### config.mk
export PLATFORM = sky130hd
export DESIGN_NAME = execute_unit
export DESIGN_NICKNAME = d
export VERILOG_FILES = /design/src/isa_pkg.sv /design/src/core_pkg.sv /design/src/execute_unit.sv
export SDC_FILE = /design/constraint.sdc
export NUM_CORES = 1
export LEC_CHECK = 0
export BUFFER_PORTS_ARGS = -buffer_cell sky130_fd_sc_hd__buf_2
export CAP_MARGIN = 20
export CORE_ASPECT_RATIO = 1.4
export CORE_MARGIN = 2
export CORE_UTILIZATION = 45
export DETAILED_ROUTE_END_ITERATION = 6
export PLACE_DENSITY = 0.68
export SETUP_SLACK_MARGIN = 0.1
export SLEW_MARGIN = 10
export SYNTH_ARGS = -nofsm -noshare
export SYNTH_HDL_FRONTEND = slang
export SYNTH_SLANG_ARGS = --single-unit
### constraint.sdc
create_clock -name vclk -period 7.3
set_clock_uncertainty 0.15 [all_clocks]
set_input_delay 1.46 -clock vclk [all_inputs]
set_output_delay 1.46 -clock vclk [all_outputs]
set_load 0.1 [all_outputs]
### src/isa_pkg.sv
`default_nettype none

package isa_pkg;

  localparam int XLEN = 32;

  typedef enum logic [6:0] {
    OP     = 7'b0110011,
    OP_IMM = 7'b0010011,
    LOAD   = 7'b0000011,
    STORE  = 7'b0100011,
    BRANCH = 7'b1100011,
    LUI    = 7'b0110111,
    AUIPC  = 7'b0010111,
    JAL    = 7'b1101111,
    JALR   = 7'b1100111
  } opcode_t;

  // funct3, alu ops
  localparam logic [2:0] F3_ADD  = 3'b000;
  localparam logic [2:0] F3_SLL  = 3'b001;
  localparam logic [2:0] F3_XOR  = 3'b100;
  localparam logic [2:0] F3_SRL  = 3'b101; // sra shares it
  localparam logic [2:0] F3_OR   = 3'b110;
  localparam logic [2:0] F3_AND  = 3'b111;
  // funct3, memory and control flow
  localparam logic [2:0] F3_LB   = 3'b000;
  localparam logic [2:0] F3_LW   = 3'b010;
  localparam logic [2:0] F3_SB   = 3'b000;
  localparam logic [2:0] F3_SW   = 3'b010;
  localparam logic [2:0] F3_BEQ  = 3'b000;
  localparam logic [2:0] F3_BNE  = 3'b001;
  localparam logic [2:0] F3_BLT  = 3'b100;
  localparam logic [2:0] F3_BGE  = 3'b101;
  localparam logic [2:0] F3_BLTU = 3'b110;
  localparam logic [2:0] F3_BGEU = 3'b111;
  localparam logic [2:0] F3_JALR = 3'b000;

  localparam logic [6:0] F7_BASE = 7'b0000000;
  localparam logic [6:0] F7_ALT  = 7'b0100000; // sub, sra

  typedef struct packed {
    logic [6:0] funct7;
    logic [4:0] rs2;
    logic [4:0] rs1;
    logic [2:0] funct3;
    logic [4:0] rd;
    opcode_t    opcode;
  } r_fmt_t;

  typedef struct packed {
    logic [11:0] imm;
    logic [4:0]  rs1;
    logic [2:0]  funct3;
    logic [4:0]  rd;
    opcode_t     opcode;
  } i_fmt_t;

  typedef struct packed {
    logic [6:0] imm_hi;
    logic [4:0] rs2;
    logic [4:0] rs1;
    logic [2:0] funct3;
    logic [4:0] imm_lo;
    opcode_t    opcode;
  } s_fmt_t;

  typedef struct packed {
    logic       imm_12;
    logic [5:0] imm_10_5;
    logic [4:0] rs2;
    logic [4:0] rs1;
    logic [2:0] funct3;
    logic [3:0] imm_4_1;
    logic       imm_11;
    opcode_t    opcode;
  } b_fmt_t;

  typedef struct packed {
    logic [19:0] imm;
    logic [4:0]  rd;
    opcode_t     opcode;
  } u_fmt_t;

  typedef struct packed {
    logic       imm_20;
    logic [9:0] imm_10_1;
    logic       imm_11;
    logic [7:0] imm_19_12;
    logic [4:0] rd;
    opcode_t    opcode;
  } j_fmt_t;

  typedef union packed {
    r_fmt_t          r;
    i_fmt_t          i;
    s_fmt_t          s;
    b_fmt_t          b;
    u_fmt_t          u;
    j_fmt_t          j;
    logic [XLEN-1:0] raw;
  } inst_u;

endpackage

`default_nettype wire

### src/core_pkg.sv
`default_nettype none

package core_pkg;

  localparam int REG_ADDR_W = 5;
  localparam int MEM_WORDS  = 256;
  localparam int MEM_ADDR_W = 8; // word index, byte address bits 9:2

  // zero encodings double as the inactive bundle
  typedef enum logic [3:0] {
    ADD    = 4'd0,
    SUB    = 4'd1,
    SLL    = 4'd2,
    SRL    = 4'd3,
    SRA    = 4'd4,
    AND    = 4'd5,
    OR     = 4'd6,
    XOR    = 4'd7,
    PASS_B = 4'd8
  } alu_op_t;

  typedef enum logic [2:0] {
    NONE = 3'd0,
    BEQ  = 3'd1,
    BNE  = 3'd2,
    BLT  = 3'd3,
    BGE  = 3'd4,
    BLTU = 3'd5,
    BGEU = 3'd6
  } branch_t;

  typedef enum logic [1:0] {
    ALU  = 2'd0,
    MEM  = 2'd1,
    LINK = 2'd2
  } wb_sel_t;

  typedef struct packed {
    alu_op_t alu_op;
    branch_t branch;
    logic    use_imm;    // operand b from immediate
    logic    pc_operand; // operand a from pc, auipc
    logic    jump;
    logic    jump_reg;
    logic    mem_read;
    logic    mem_write;
    logic    byte_access;
    logic    reg_write;
    wb_sel_t wb_sel;
  } ctrl_t;

  typedef struct packed {
    logic                     we;
    logic [MEM_ADDR_W-1:0]    addr;
    logic [isa_pkg::XLEN-1:0] data;
  } prog_t;

  typedef struct packed {
    logic                     valid;
    logic [isa_pkg::XLEN-1:0] pc;
    logic [REG_ADDR_W-1:0]    rd;
    logic [isa_pkg::XLEN-1:0] data;
  } retire_t;

endpackage

`default_nettype wire

### src/execute_unit.sv
`timescale 1ns/1ps
`default_nettype none

module execute_unit (
  input  wire core_pkg::ctrl_t      ctrl,
  input  wire [isa_pkg::XLEN-1:0]  pc,
  input  wire [isa_pkg::XLEN-1:0]  rs1_val,
  input  wire [isa_pkg::XLEN-1:0]  rs2_val,
  input  wire [isa_pkg::XLEN-1:0]  imm,
  output logic [isa_pkg::XLEN-1:0] alu_result,
  output logic [isa_pkg::XLEN-1:0] branch_target,
  output logic [isa_pkg::XLEN-1:0] link,
  output logic                     take_branch
);

  logic [isa_pkg::XLEN-1:0] op_a;
  logic [isa_pkg::XLEN-1:0] op_b;
  logic [isa_pkg::XLEN-1:0] reg_sum;
  logic [4:0]               shamt;
  logic                     cond;

  assign op_a  = ctrl.pc_operand ? pc : rs1_val;
  assign op_b  = ctrl.use_imm ? imm : rs2_val;
  assign shamt = op_b[4:0];

  always_comb begin
    case (ctrl.alu_op)
      core_pkg::ADD:    alu_result = op_a + op_b;
      core_pkg::SUB:    alu_result = op_a - op_b;
      core_pkg::SLL:    alu_result = op_a << shamt;
      core_pkg::SRL:    alu_result = op_a >> shamt;
      core_pkg::SRA:    alu_result = $signed(op_a) >>> shamt;
      core_pkg::AND:    alu_result = op_a & op_b;
      core_pkg::OR:     alu_result = op_a | op_b;
      core_pkg::XOR:    alu_result = op_a ^ op_b;
      core_pkg::PASS_B: alu_result = op_b; // lui
      default:          alu_result = '0;
    endcase
  end

  // compares on the register values, not the alu
  always_comb begin
    case (ctrl.branch)
      core_pkg::BEQ:  cond = rs1_val == rs2_val;
      core_pkg::BNE:  cond = rs1_val != rs2_val;
      core_pkg::BLT:  cond = $signed(rs1_val) < $signed(rs2_val);
      core_pkg::BGE:  cond = $signed(rs1_val) >= $signed(rs2_val);
      core_pkg::BLTU: cond = rs1_val < rs2_val;
      core_pkg::BGEU: cond = rs1_val >= rs2_val;
      default:        cond = 1'b0;
    endcase
  end

  assign take_branch = cond | ctrl.jump;

  assign reg_sum       = rs1_val + imm;
  assign branch_target = ctrl.jump_reg ? {reg_sum[isa_pkg::XLEN-1:1], 1'b0} : pc + imm;
  assign link          = pc + 32'd4;

endmodule

`default_nettype wire

# Word level (Yosys, flattened, before mapping)

Index checks and enable logic that the tools add are counted.

Add/sub/neg operators: 5
Order comparisons: 4
Equality and inequality tests: 16
Shifts and indexed selects: 3
Mux-type cells: 5
Bitwise gates (word level): 4
Reductions and logical operators: 1

Operator list:

| cell                                                            | count |
|---|---|
| 32-bit one-hot mux with 9 select lines                          | 1 |
| 32-bit adder                                                    | 3 |
| 32-bit 2-to-1 mux                                               | 3 |
| 32-bit >= comparator                                            | 2 |
| 32-bit < comparator                                             | 2 |
| 32-bit by 3-bit adder with 32-bit output, second input constant | 1 |
| 32-bit bitwise AND                                              | 1 |
| 32-bit == test                                                  | 1 |
| 32-bit != test                                                  | 1 |
| 32-bit OR                                                       | 1 |
| 32-bit by 5-bit left shift with 32-bit output                   | 1 |
| 32-bit by 5-bit >> shifter with 32-bit output                   | 1 |
| 32-bit by 5-bit >>> shifter with 32-bit output                  | 1 |
| 32-bit subtractor                                               | 1 |
| 32-bit XOR                                                      | 1 |
| 4-bit by 3-bit == test with 1-bit output, second input constant | 4 |
| 3-bit == test, second input constant                            | 3 |
| 4-bit by 2-bit == test with 1-bit output, second input constant | 2 |
| 3-bit by 2-bit == test with 1-bit output, second input constant | 2 |
| 1-bit one-hot mux with 6 select lines                           | 1 |
| 4-bit by 1-bit == test with 1-bit output, second input constant | 1 |
| 4-bit == test, second input constant                            | 1 |
| 4-bit zero test                                                 | 1 |
| 3-bit by 1-bit == test with 1-bit output, second input constant | 1 |
| 1-bit OR                                                        | 1 |

Register bits: 0
Bits of input ports: 145

# Longest topological paths before layout

Gate-level depths: netlist of run 1.

Depth after elaboration: 3
Depth in mapped cells: 24
Depth with buffers taken out: 17

# Worst setup path before layout of run 1

OpenSTA, ideal clock, no wires.

Path kind: in2out
From: input port ctrl[9] (netlist name)
To: output port alu_result[30] (netlist name)
Data arrival time: 7.897 ns
Slack: -2.207 ns
Stages on the path: 22
Cell sequence: buf_6 > buf_6 > mux2i_1 > buf_4 > buf_4 > buf_4 > buf_2 > ha_1 > nand3_1 > o31ai_2 > a21boi_2 > a31oi_1 > xnor2_1 > ha_1 > a21o_1 > a21o_1 > a211o_1 > a31o_2 > a21o_1 > a311oi_1 > mux2i_1 > o21ai_0

Cells in the longest elaborated chain, start to end: 3
Elaborated cells on any way between the ends: 10
Classes of those cells: add/sub (2); shift (3); mux (2); bitwise (3)

Ends and longest elaborated chain:

| element                                         | line               | RTL |
|---|---|---|
| from (decl)                                     | execute_unit.sv:5  | `input wire core_pkg::ctrl_t ctrl,` |
| 32-bit 2-to-1 mux *                             | execute_unit.sv:23 | `assign op_b = ctrl.use_imm ? imm : rs2_val;` |
| 32-bit subtractor, or another cell as far along | execute_unit.sv:29 | `core_pkg::SUB: alu_result = op_a - op_b;` |
| 32-bit one-hot mux with 9 select lines *        | execute_unit.sv:27 | `case (ctrl.alu_op)` |
| to (decl)                                       | execute_unit.sv:10 | `output logic [isa_pkg::XLEN-1:0] alu_result,` |

Mark *: on every way between the ends. The rest lies on a longest branch, timed or not.

# Final worst setup path of run 1

From: input port rs2_val[2] (netlist name)
To: output port alu_result[28] (netlist name)

Cells in the longest elaborated chain, start to end: 3
Elaborated cells on any way between the ends: 7
Classes of those cells: add/sub (2); shift (3); mux (2)

Ends and longest elaborated chain:

| element                                         | line               | RTL |
|---|---|---|
| from (decl)                                     | execute_unit.sv:8  | `input wire [isa_pkg::XLEN-1:0] rs2_val,` |
| 32-bit 2-to-1 mux *                             | execute_unit.sv:23 |  |
| 32-bit subtractor, or another cell as far along | execute_unit.sv:29 |  |
| 32-bit one-hot mux with 9 select lines *        | execute_unit.sv:27 |  |

Marked as above.

==> results of run 1 <==
timing repair:
action,4_1_cts,5_1_grt
pin swaps,0,19
buffers inserted,0,5
setup endpoints to repair,2,8
cloned,0,0
hold endpoints to repair,0,0
gates resized for setup,1,38
layer usage:
layer | global-route usage, % | vias up
met4 | 25.45 | 8
met3 | 6.342 | 215
met5 | 0 | -
met1 | 46.50 | 7822
met2 | 64.28 | 753
li1 | - | 7917
cells in the mapped netlist (9+ instances only):
| cell | instances |
|---|---|
| o31ai_1 | 10 |
| nor4_1 | 9 |
| nor2b_1 | 18 |
| buf_1 | 20 |
| mux2i_2 | 10 |
| nand2_1 | 204 |
| xnor2_1 | 84 |
| a211oi_1 | 32 |
| mux2i_1 | 164 |
| o221ai_1 | 15 |
| mux2_2 | 17 |
| nand2b_1 | 25 |
| a221oi_1 | 9 |
| o22ai_1 | 46 |
| o21ai_0 | 133 |
| a221o_1 | 9 |
| a31oi_1 | 28 |
| xor2_1 | 44 |
| o21ai_1 | 16 |
| inv_1 | 121 |
| a21oi_1 | 159 |
| a211o_1 | 9 |
| o21a_1 | 19 |
| nor3_1 | 39 |
| nor2_1 | 161 |
| or3_1 | 13 |
| buf_2 | 22 |
| nand3b_1 | 9 |
| a21o_1 | 43 |
| o21bai_1 | 11 |
| o211ai_1 | 32 |
| and3_1 | 13 |
| nand3_1 | 36 |
| ha_1 | 191 |
| nand4_1 | 25 |
| clkbuf_1 | 44 |
| buf_4 | 10 |
| nor3b_1 | 11 |
power groups by stage:
stage                     logic, W  registers (W)  clock network (W)
after floorplan            0.00158              0                  0
after global placement     0.00220              0                  0
after detailed placement   0.00222              0                  0
after CTS                  0.00223              0                  0
after global routing       0.00242              0    0.0000000000183
final                      0.00229              0    0.0000000000645
through the flow:
step	hold slack, ns	std cells	total power [W]	TNS (ns)	worst slack, ns
after floorplan	2.982	1999	0.001577	-2.969	-0.9122
after global placement	3.173	2618	0.002203	0	0.09828
after detailed placement	3.174	2618	0.002223	0	0.07983
after CTS	3.174	2618	0.002232	0	0.1443
after global routing	3.185	2624	0.002422	0	0.1019
final	3.175	2627	0.002290	0	0.2403
layout make-up:
cell class	count	area, sq um
antenna	4	10.01
multi-input combinational	1767	13110
inverter	128	485.5
timing repair buffer	343	2484
fill	3048	13460
tap	385	481.7
how the worst max path moves through the flow:
stage / from / to / slack (ns) / cells past startpoint
2_1_floorplan: ctrl[9] / alu_result[28] / -0.91 / 22
3_3_place_gp: ctrl[9] / alu_result[30] / 0.1 / 20
3_5_place_dp: ctrl[9] / alu_result[30] / 0.08 / 21
4_1_cts: ctrl[9] / alu_result[30] / 0.14 / 21
5_1_grt: rs2_val[2] / alu_result[28] / 0.10 / 19
6_report: rs2_val[2] / alu_result[28] / 0.24 / 17
cells by family (layout without fill, tap and decap cells):
kind of cell	after synthesis	after routing	share of synthesized area, %
simple gates	593	593	20.27
xor+xnor	128	128	8.174
mux	194	194	14.86
compound gates	658	658	31.53
fa+ha+maj	194	194	17.86
other cells	0	4	0
buf+inv	232	471	7.299
==> results.sh, run 1 <==
export IMPL_status="complete, no violations"
export IMPL_min_path_type="in2out"
export IMPL_fin_crit_sh_pct=96.71
export IMPL_start_util_pct=45.67
export IMPL_die_height_um=210.6
export IMPL_synth_area_sq_um=13710
export IMPL_drc=0
export IMPL_p_sw_share_pct=68.36
export IMPL_finalHoldViolations=0
export IMPL_topRoutingLayerUsed="met5"
export IMPL_grt_max_degree=61
export IMPL_grt_pass1_vias=16250
export IMPL_ys_seq_area_share_pct=0
export IMPL_synth_top_cell_by_area="ha_1"
export IMPL_worst_pin_slew_ns=1.082
export IMPL_area_delta_synth_final_pct=20.83
export IMPL_drive_gt1_share_pct=20.11
export IMPL_synth_area_leaders="ha_1 (17%), mux2i_1 (12%), a21oi_1 (5.8%), nand2_1 (5.6%), xnor2_1 (5.4%)"
export IMPL_ir_drop_v=0.0001563
export IMPL_cellLeakagePower_nw=7.795
export IMPL_end_kind="output pin"
export IMPL_routed_wl_um=64040
export IMPL_path_cells="buf_2, or4_4, o31ai_4, buf_6, a21oi_1, xnor2_1, ha_1, or4_1, o21ai_2, a311oi_1, a31o_4, a21o_4, buf_4, a311oi_2, xor2_1, o211ai_1, clkbuf_16"
export IMPL_arrival_ns=5.45
export IMPL_p_comb_share_pct=100.0
export IMPL_crit_slowest_cell="or4_4"
export IMPL_synth_top_area_share_pct=17.43
export IMPL_max_cap_viol_count=0
export IMPL_p_clk_share_pct=0
export IMPL_dr_wl_met2_um=29860
export IMPL_setup_viol=0
export IMPL_synth_cell_types=90
export IMPL_p_switching_w=0.001565
export IMPL_port_buffers=236
export IMPL_row_count=75
export IMPL_stdcell_area_sq_um=16570
export IMPL_grt_antenna_before_repair=6
export IMPL_cts_hold_buffers=0
export IMPL_num_io_pins=242
export IMPL_worstSetupPathType="in2out"
export IMPL_crit_family="compound AO/OA/AOI/OAI gates"
export IMPL_fp_dieW_um=151.5
export IMPL_clock_buffers=0
export IMPL_slew_viol_final=0
export IMPL_required_ns=5.69
export IMPL_wl_met3_um=5017
export IMPL_dieArea_sq_um=31910
export IMPL_syn_inst=1999
export IMPL_worstHoldPathCells=2
export IMPL_dp_hpwl_um=52770
export IMPL_drtIter0Drc=1329
export IMPL_final_cell_mix="buf_2 (208), nand2_1 (204), ha_1 (189)"
export IMPL_seqPwrFrac_pct=0
export IMPL_drtPass1Iterations=5
export IMPL_gp_congestion=1.070
export IMPL_wl_met1_um=24240
export IMPL_wl_per_cell_um=24.38
export IMPL_slowest_delay_ns=0.56
export IMPL_max_freq_mhz=141.6
export IMPL_seq_area_sq_um=0
export IMPL_start_kind="primary input"
export IMPL_gr_usage_all_layers_pct=39.08
export IMPL_ant_nets=0
export IMPL_design_core_area_sq_um=30030
export IMPL_slew_headroom_pct=27.14
export IMPL_grt_pass1_wl_um=96010
export IMPL_post_route_min_period_ns=7.060
export IMPL_viasPerCell=6.363
export IMPL_p_int_w=0.0007243
export IMPL_nNetsFinal=2579
export IMPL_post_route_util_pct=55.18
export IMPL_seq_cell_count=0
export IMPL_yosysWarnings=0
export IMPL_min_from="pc[0]"
export IMPL_syn_avg_cell_area_sq_um=6.861
export IMPL_grt_ovfl_total=0
export IMPL_dr_total_vias=16720
export IMPL_path_buf_inv=4
export IMPL_crit_fanout=5
export IMPL_final_common_cell="buf_2"
export IMPL_rsz0062_at_grt="false"
export IMPL_powerDensity_nw_per_um2=138.2
export IMPL_place_area_sq_um=16320
export IMPL_hold_end="link[0]"
export IMPL_syn_nets=2338
Power figures use the tool's default switching activity.
==> run 2, diff against run 1 <==
Settings changed: CORE_UTILIZATION 45 to 55, PLACE_DENSITY 0.68 to 0.81.
==> run 2 against run 1 <==
  * Combinational power is essentially flat
  * Highest routed layer unchanged
  * Core utilization grew 11 points
  * Largest cell class unchanged
  * Setup slack gained 0.0024 ns
  * Fmax is essentially flat
  * Non-clock buffer count shrank 14
  * Via count grew 3.3%
  * Sequential cell count is the same
  * Global-route usage grew 5.5 points
  * Wire length shrank 5.6%
==> results.sh, run 2 (synthesis results as in run 1) <==
export IMPL_status="complete, no violations"
export IMPL_routed_wl_um=60430
export IMPL_viasPerCell=6.777
export IMPL_grt_pass1_vias=16480
export IMPL_powerDensity_nw_per_um2=138.7
export IMPL_min_from="pc[0]"
export IMPL_path_buf_inv=3
export IMPL_start_kind="primary input"
export IMPL_finalHoldViolations=0
export IMPL_worst_pin_slew_ns=1.113
export IMPL_fp_dieW_um=137.5
export IMPL_ant_nets=0
export IMPL_grt_pass1_wl_um=91150
export IMPL_worstSetupPathType="in2out"
export IMPL_gp_congestion=1.073
export IMPL_dp_hpwl_um=48810
export IMPL_crit_slowest_cell="or4_4"
export IMPL_area_delta_synth_final_pct=18.69
export IMPL_dr_total_vias=17260
export IMPL_gr_usage_all_layers_pct=44.54
export IMPL_fin_setup_tns_ns=0
export IMPL_crit_fanout=5
export IMPL_nNetsFinal=2565
export IMPL_max_freq_mhz=141.7
export IMPL_arrival_ns=5.45
export IMPL_startpoint="rs2_val[2]"
export IMPL_grt_max_degree=61
export IMPL_seq_area_sq_um=0
export IMPL_slowest_delay_ns=0.56
export IMPL_end_kind="output pin"
export IMPL_post_route_util_pct=66.20
export IMPL_required_ns=5.69
export IMPL_setup_viol=0
export IMPL_holdWs_ns=3.175
export IMPL_design_core_area_sq_um=24590
export IMPL_fin_crit_sh_pct=96.68
export IMPL_port_buffers=236
export IMPL_drc=0
export IMPL_start_util_pct=55.78
export IMPL_clock_buffers=0
export IMPL_grt_ovfl_total=0
export IMPL_final_common_cell="buf_2"
export IMPL_slew_headroom_pct=25.43
export IMPL_stdcell_area_sq_um=16280
export IMPL_grt_antenna_before_repair=8
export IMPL_ir_drop_v=0.0001613
export IMPL_die_height_um=190.8
export IMPL_seq_cell_count=0
export IMPL_power_w=0.002257
export IMPL_dieArea_sq_um=26230
export IMPL_cellLeakagePower_nw=7.720
export IMPL_wl_per_cell_um=23.73
export IMPL_drtIter0Drc=1627
export IMPL_slew_viol_final=0
export IMPL_post_route_min_period_ns=7.057
export IMPL_fillers=2185
export IMPL_place_area_sq_um=16150
export IMPL_min_path_type="in2out"
export IMPL_drtPass1Iterations=5
export IMPL_rsz0062_at_grt="false"
export IMPL_crit_family="compound AO/OA/AOI/OAI gates"
export IMPL_num_io_pins=242
export IMPL_cts_hold_buffers=0
export IMPL_drive_gt1_share_pct=19.06
export IMPL_path_cells="buf_2, or4_4, o31ai_4, o2111ai_4, nor2_4, buf_4, a31oi_1, xnor2_1, ha_1, a21o_1, a21oi_1, o21ba_2, nor3_1, or4_1, a221oi_1, o21ai_0, a221o_2, buf_12"
export IMPL_row_count=68
export IMPL_max_cap_viol_count=0
export IMPL_final_cell_mix="buf_2 (208), nand2_1 (202), ha_1 (190)"
-- run 2: changes by cell type in the layout (fill, tap and decap cells not counted), sizes merged --
cell   previous run  this run
diode             4         8
buf             342       328
-- run 2: worst paths after layout --
check / slack (ns) / cells past startpoint / endpoint
worst min-delay path: 3.18 / 2 / link[0]
worst max-delay path: 0.24 / 18 / alu_result[24]
-- run 2: where the power goes --
| part | internal (W) | leakage, nW | switching, W |
|---|---|---|---|
| combinational | 0.000709 | 7.72 | 0.00155 |
| clock | 0.000000000118 | 0.0000565 | 0 |
| sequential | 0 | 0 | 0 |
-- run 2: layout make-up --
cell class	count	area [sq um]	area share [%]
inverter	128	485.5	2.982
multi-input combinational	1767	13000	79.84
tap	315	394.1	2.421
timing repair buffer	329	2382	14.63
antenna	8	20.02	0.1230
-- run 2: repair_timing --
item,in CTS,in global routing
setup buffers,0,2
cloned,0,1
endpoints found under the setup margin,4,8
pin swaps,0,4
resized for setup,3,12
-- run 2: routing by layer --
metal / GRT usage, % / share of wire (%) / up-vias
li1: - / - / 7873
met1: 51.99 / 36 / 8019
met2: 71.57 / 45 / 1066
met3: 7.842 / 9.5 / 302
met4: 33.74 / 9.4 / 2
met5: 0 / 0.018 / -
-- run 2: through the flow --
stage / cells / setup slack, ns
global route: 2545 / 0.06902
finish: 2547 / 0.2427
global placement: 2536 / 0.1271
floorplan: 1999 / -0.9122
detailed placement: 2536 / 0.002311
CTS: 2536 / 0.1623
==> run 3, diff against run 2 <==
Settings changed: PLACE_DENSITY 0.81 to unset, PLACE_DENSITY_LB_ADDON set to 0.25.
==> run 3 against run 2 <==
  * First-iteration DRC count increased by 10%
  * Core utilization up 0.16 points
  * Worst hold slack improved by 0.0027 ns
  * Final cell count about the same
  * Non-clock buffer count grew 3
  * Final area rose by 0.25%
  * Sequential share of layout area is the same
  * Critical path depth rose by 1
  * Fmax down 1.7%
  * Via count rose by 1.7%
  * Largest power group unchanged
==> results.sh, run 3 (synthesis results as in run 1) <==
export IMPL_status="complete, no violations"
export IMPL_dp_hpwl_um=49400
export IMPL_min_path_type="in2out"
export IMPL_finalHoldViolations=0
export IMPL_drc=0
export IMPL_gr_usage_all_layers_pct=46.15
export IMPL_slew_viol_final=0
export IMPL_seq_area_sq_um=0
export IMPL_drtIter0Drc=1791
export IMPL_min_from="pc[0]"
export IMPL_seqPwrFrac_pct=0
export IMPL_grt_pass1_wl_um=92930
export IMPL_crit_fanout=12
export IMPL_gp_congestion=1.070
export IMPL_routed_wl_um=62980
export IMPL_final_common_cell="buf_2"
export IMPL_grt_ovfl_total=0
export IMPL_rsz0062_at_grt="false"
export IMPL_max_freq_mhz=139.3
export IMPL_holdWs_ns=3.178
export IMPL_path_cells="buf_12, buf_12, buf_4, nor3_1, a21oi_1, o31ai_4, a21boi_4, a31oi_1, xnor2_1, ha_1, a21o_1, a21o_1, a211o_1, a31o_4, a21o_4, a311oi_2, xor2_1, o211ai_1, clkbuf_16"
export IMPL_grt_pass1_vias=16380
export IMPL_nNetsFinal=2568
export IMPL_drtPass1Iterations=6
export IMPL_p_comb_share_pct=100.0
export IMPL_fin_crit_sh_pct=98.35
export IMPL_powerDensity_nw_per_um2=140.4
export IMPL_dr_total_vias=17550
export IMPL_design_core_area_sq_um=24590
export IMPL_fp_dieW_um=137.5
export IMPL_worst_pin_slew_ns=1.133
export IMPL_path_buf_inv=4
export IMPL_drive_gt1_share_pct=19.22
export IMPL_multi_input_area_sq_um=13020
export IMPL_p_int_w=0.0007132
export IMPL_fin_setup_tns_ns=0
export IMPL_dieArea_sq_um=26230
export IMPL_grt_antenna_before_repair=10
export IMPL_port_buffers=236
export IMPL_area_delta_synth_final_pct=18.99
export IMPL_arrival_ns=5.57
export IMPL_row_count=68
export IMPL_slew_headroom_pct=22.30
export IMPL_p_sw_share_pct=68.87
export IMPL_num_io_pins=242
export IMPL_start_kind="primary input"
export IMPL_seq_cell_count=0
export IMPL_final_cell_mix="buf_2 (209), nand2_1 (203), ha_1 (190)"
export IMPL_grt_max_degree=61
export IMPL_cellLeakagePower_nw=7.744
export IMPL_fillers=2189
export IMPL_ir_drop_v=0.0001625
export IMPL_viasPerCell=6.893
export IMPL_post_route_util_pct=66.36
export IMPL_cts_hold_buffers=0
export IMPL_max_cap_viol_count=0
export IMPL_end_kind="output pin"
export IMPL_power_w=0.002292
export IMPL_wl_per_cell_um=24.74
export IMPL_clock_buffers=0
export IMPL_hold_end="link[0]"
export IMPL_die_height_um=190.8
export IMPL_crit_slowest_cell="ha_1"
export IMPL_setup_viol=0
export IMPL_slowest_delay_ns=0.36
export IMPL_p_clk_share_pct=0
export IMPL_worstHoldPathCells=2
export IMPL_crit_family="compound AO/OA/AOI/OAI gates"
export IMPL_post_route_min_period_ns=7.179
export IMPL_required_ns=5.69
export IMPL_ant_nets=0
export IMPL_worstSetupPathType="in2out"
export IMPL_p_switching_w=0.001578
export IMPL_start_util_pct=55.78
==> run 3: power by group through the flow <==
stage	Sequential, W	Combinational, W	Clock (W)
after global routing	0	0.00240	0.0000000000550
after detailed placement	0	0.00219	0
after floorplan	0	0.00158	0
after CTS	0	0.00219	0
after global placement	0	0.00215	0
final	0	0.00229	0.0000000000213
==> run 3: timing repair <==
item	in CTS	in global routing
setup endpoints to repair	7	13
gates cloned	0	1
gates resized for setup	2	21
pin swaps	1	15
buffers inserted	0	3
==> run 3: routing by layer <==
metal / GRT usage, % / wire, um / vias up
li1: - / - / 7891
met5: 0 / 87 / -
met3: 12.76 / 7048 / 360
met1: 52.44 / 22080 / 8074
met4: 35.92 / 6272 / 12
met2: 72.04 / 27490 / 1212
==> run 3: how the worst max path moves through the flow <==
stage / slack, ns / end / from / cells past startpoint
after global placement: -0.004 / alu_result[30] / ctrl[15] / 16
after floorplan: -0.91 / alu_result[28] / ctrl[9] / 22
final: 0.12 / alu_result[28] / ctrl[9] / 19
after detailed placement: -0.04 / alu_result[30] / ctrl[15] / 18
after global routing: 0.03 / alu_result[28] / ctrl[9] / 19
after CTS: 0.1 / alu_result[30] / ctrl[15] / 18
==> run 3: layout make-up <==
cell class	count	area share [%]
diodes	4	0.06134
multi-input cells	1767	79.80
inverters	128	2.975
well taps	315	2.415
repair buffers	332	14.75
==> run 3: through the flow <==
step | instances | setup WS, ns | instance area (sq um)
floorplan | 1999 | -0.9122 | 13960
global placement | 2537 | -0.003508 | 16140
global route | 2545 | 0.03030 | 16320
CTS | 2537 | 0.09985 | 16140
detailed placement | 2537 | -0.03745 | 16140
finish | 2546 | 0.1207 | 16320
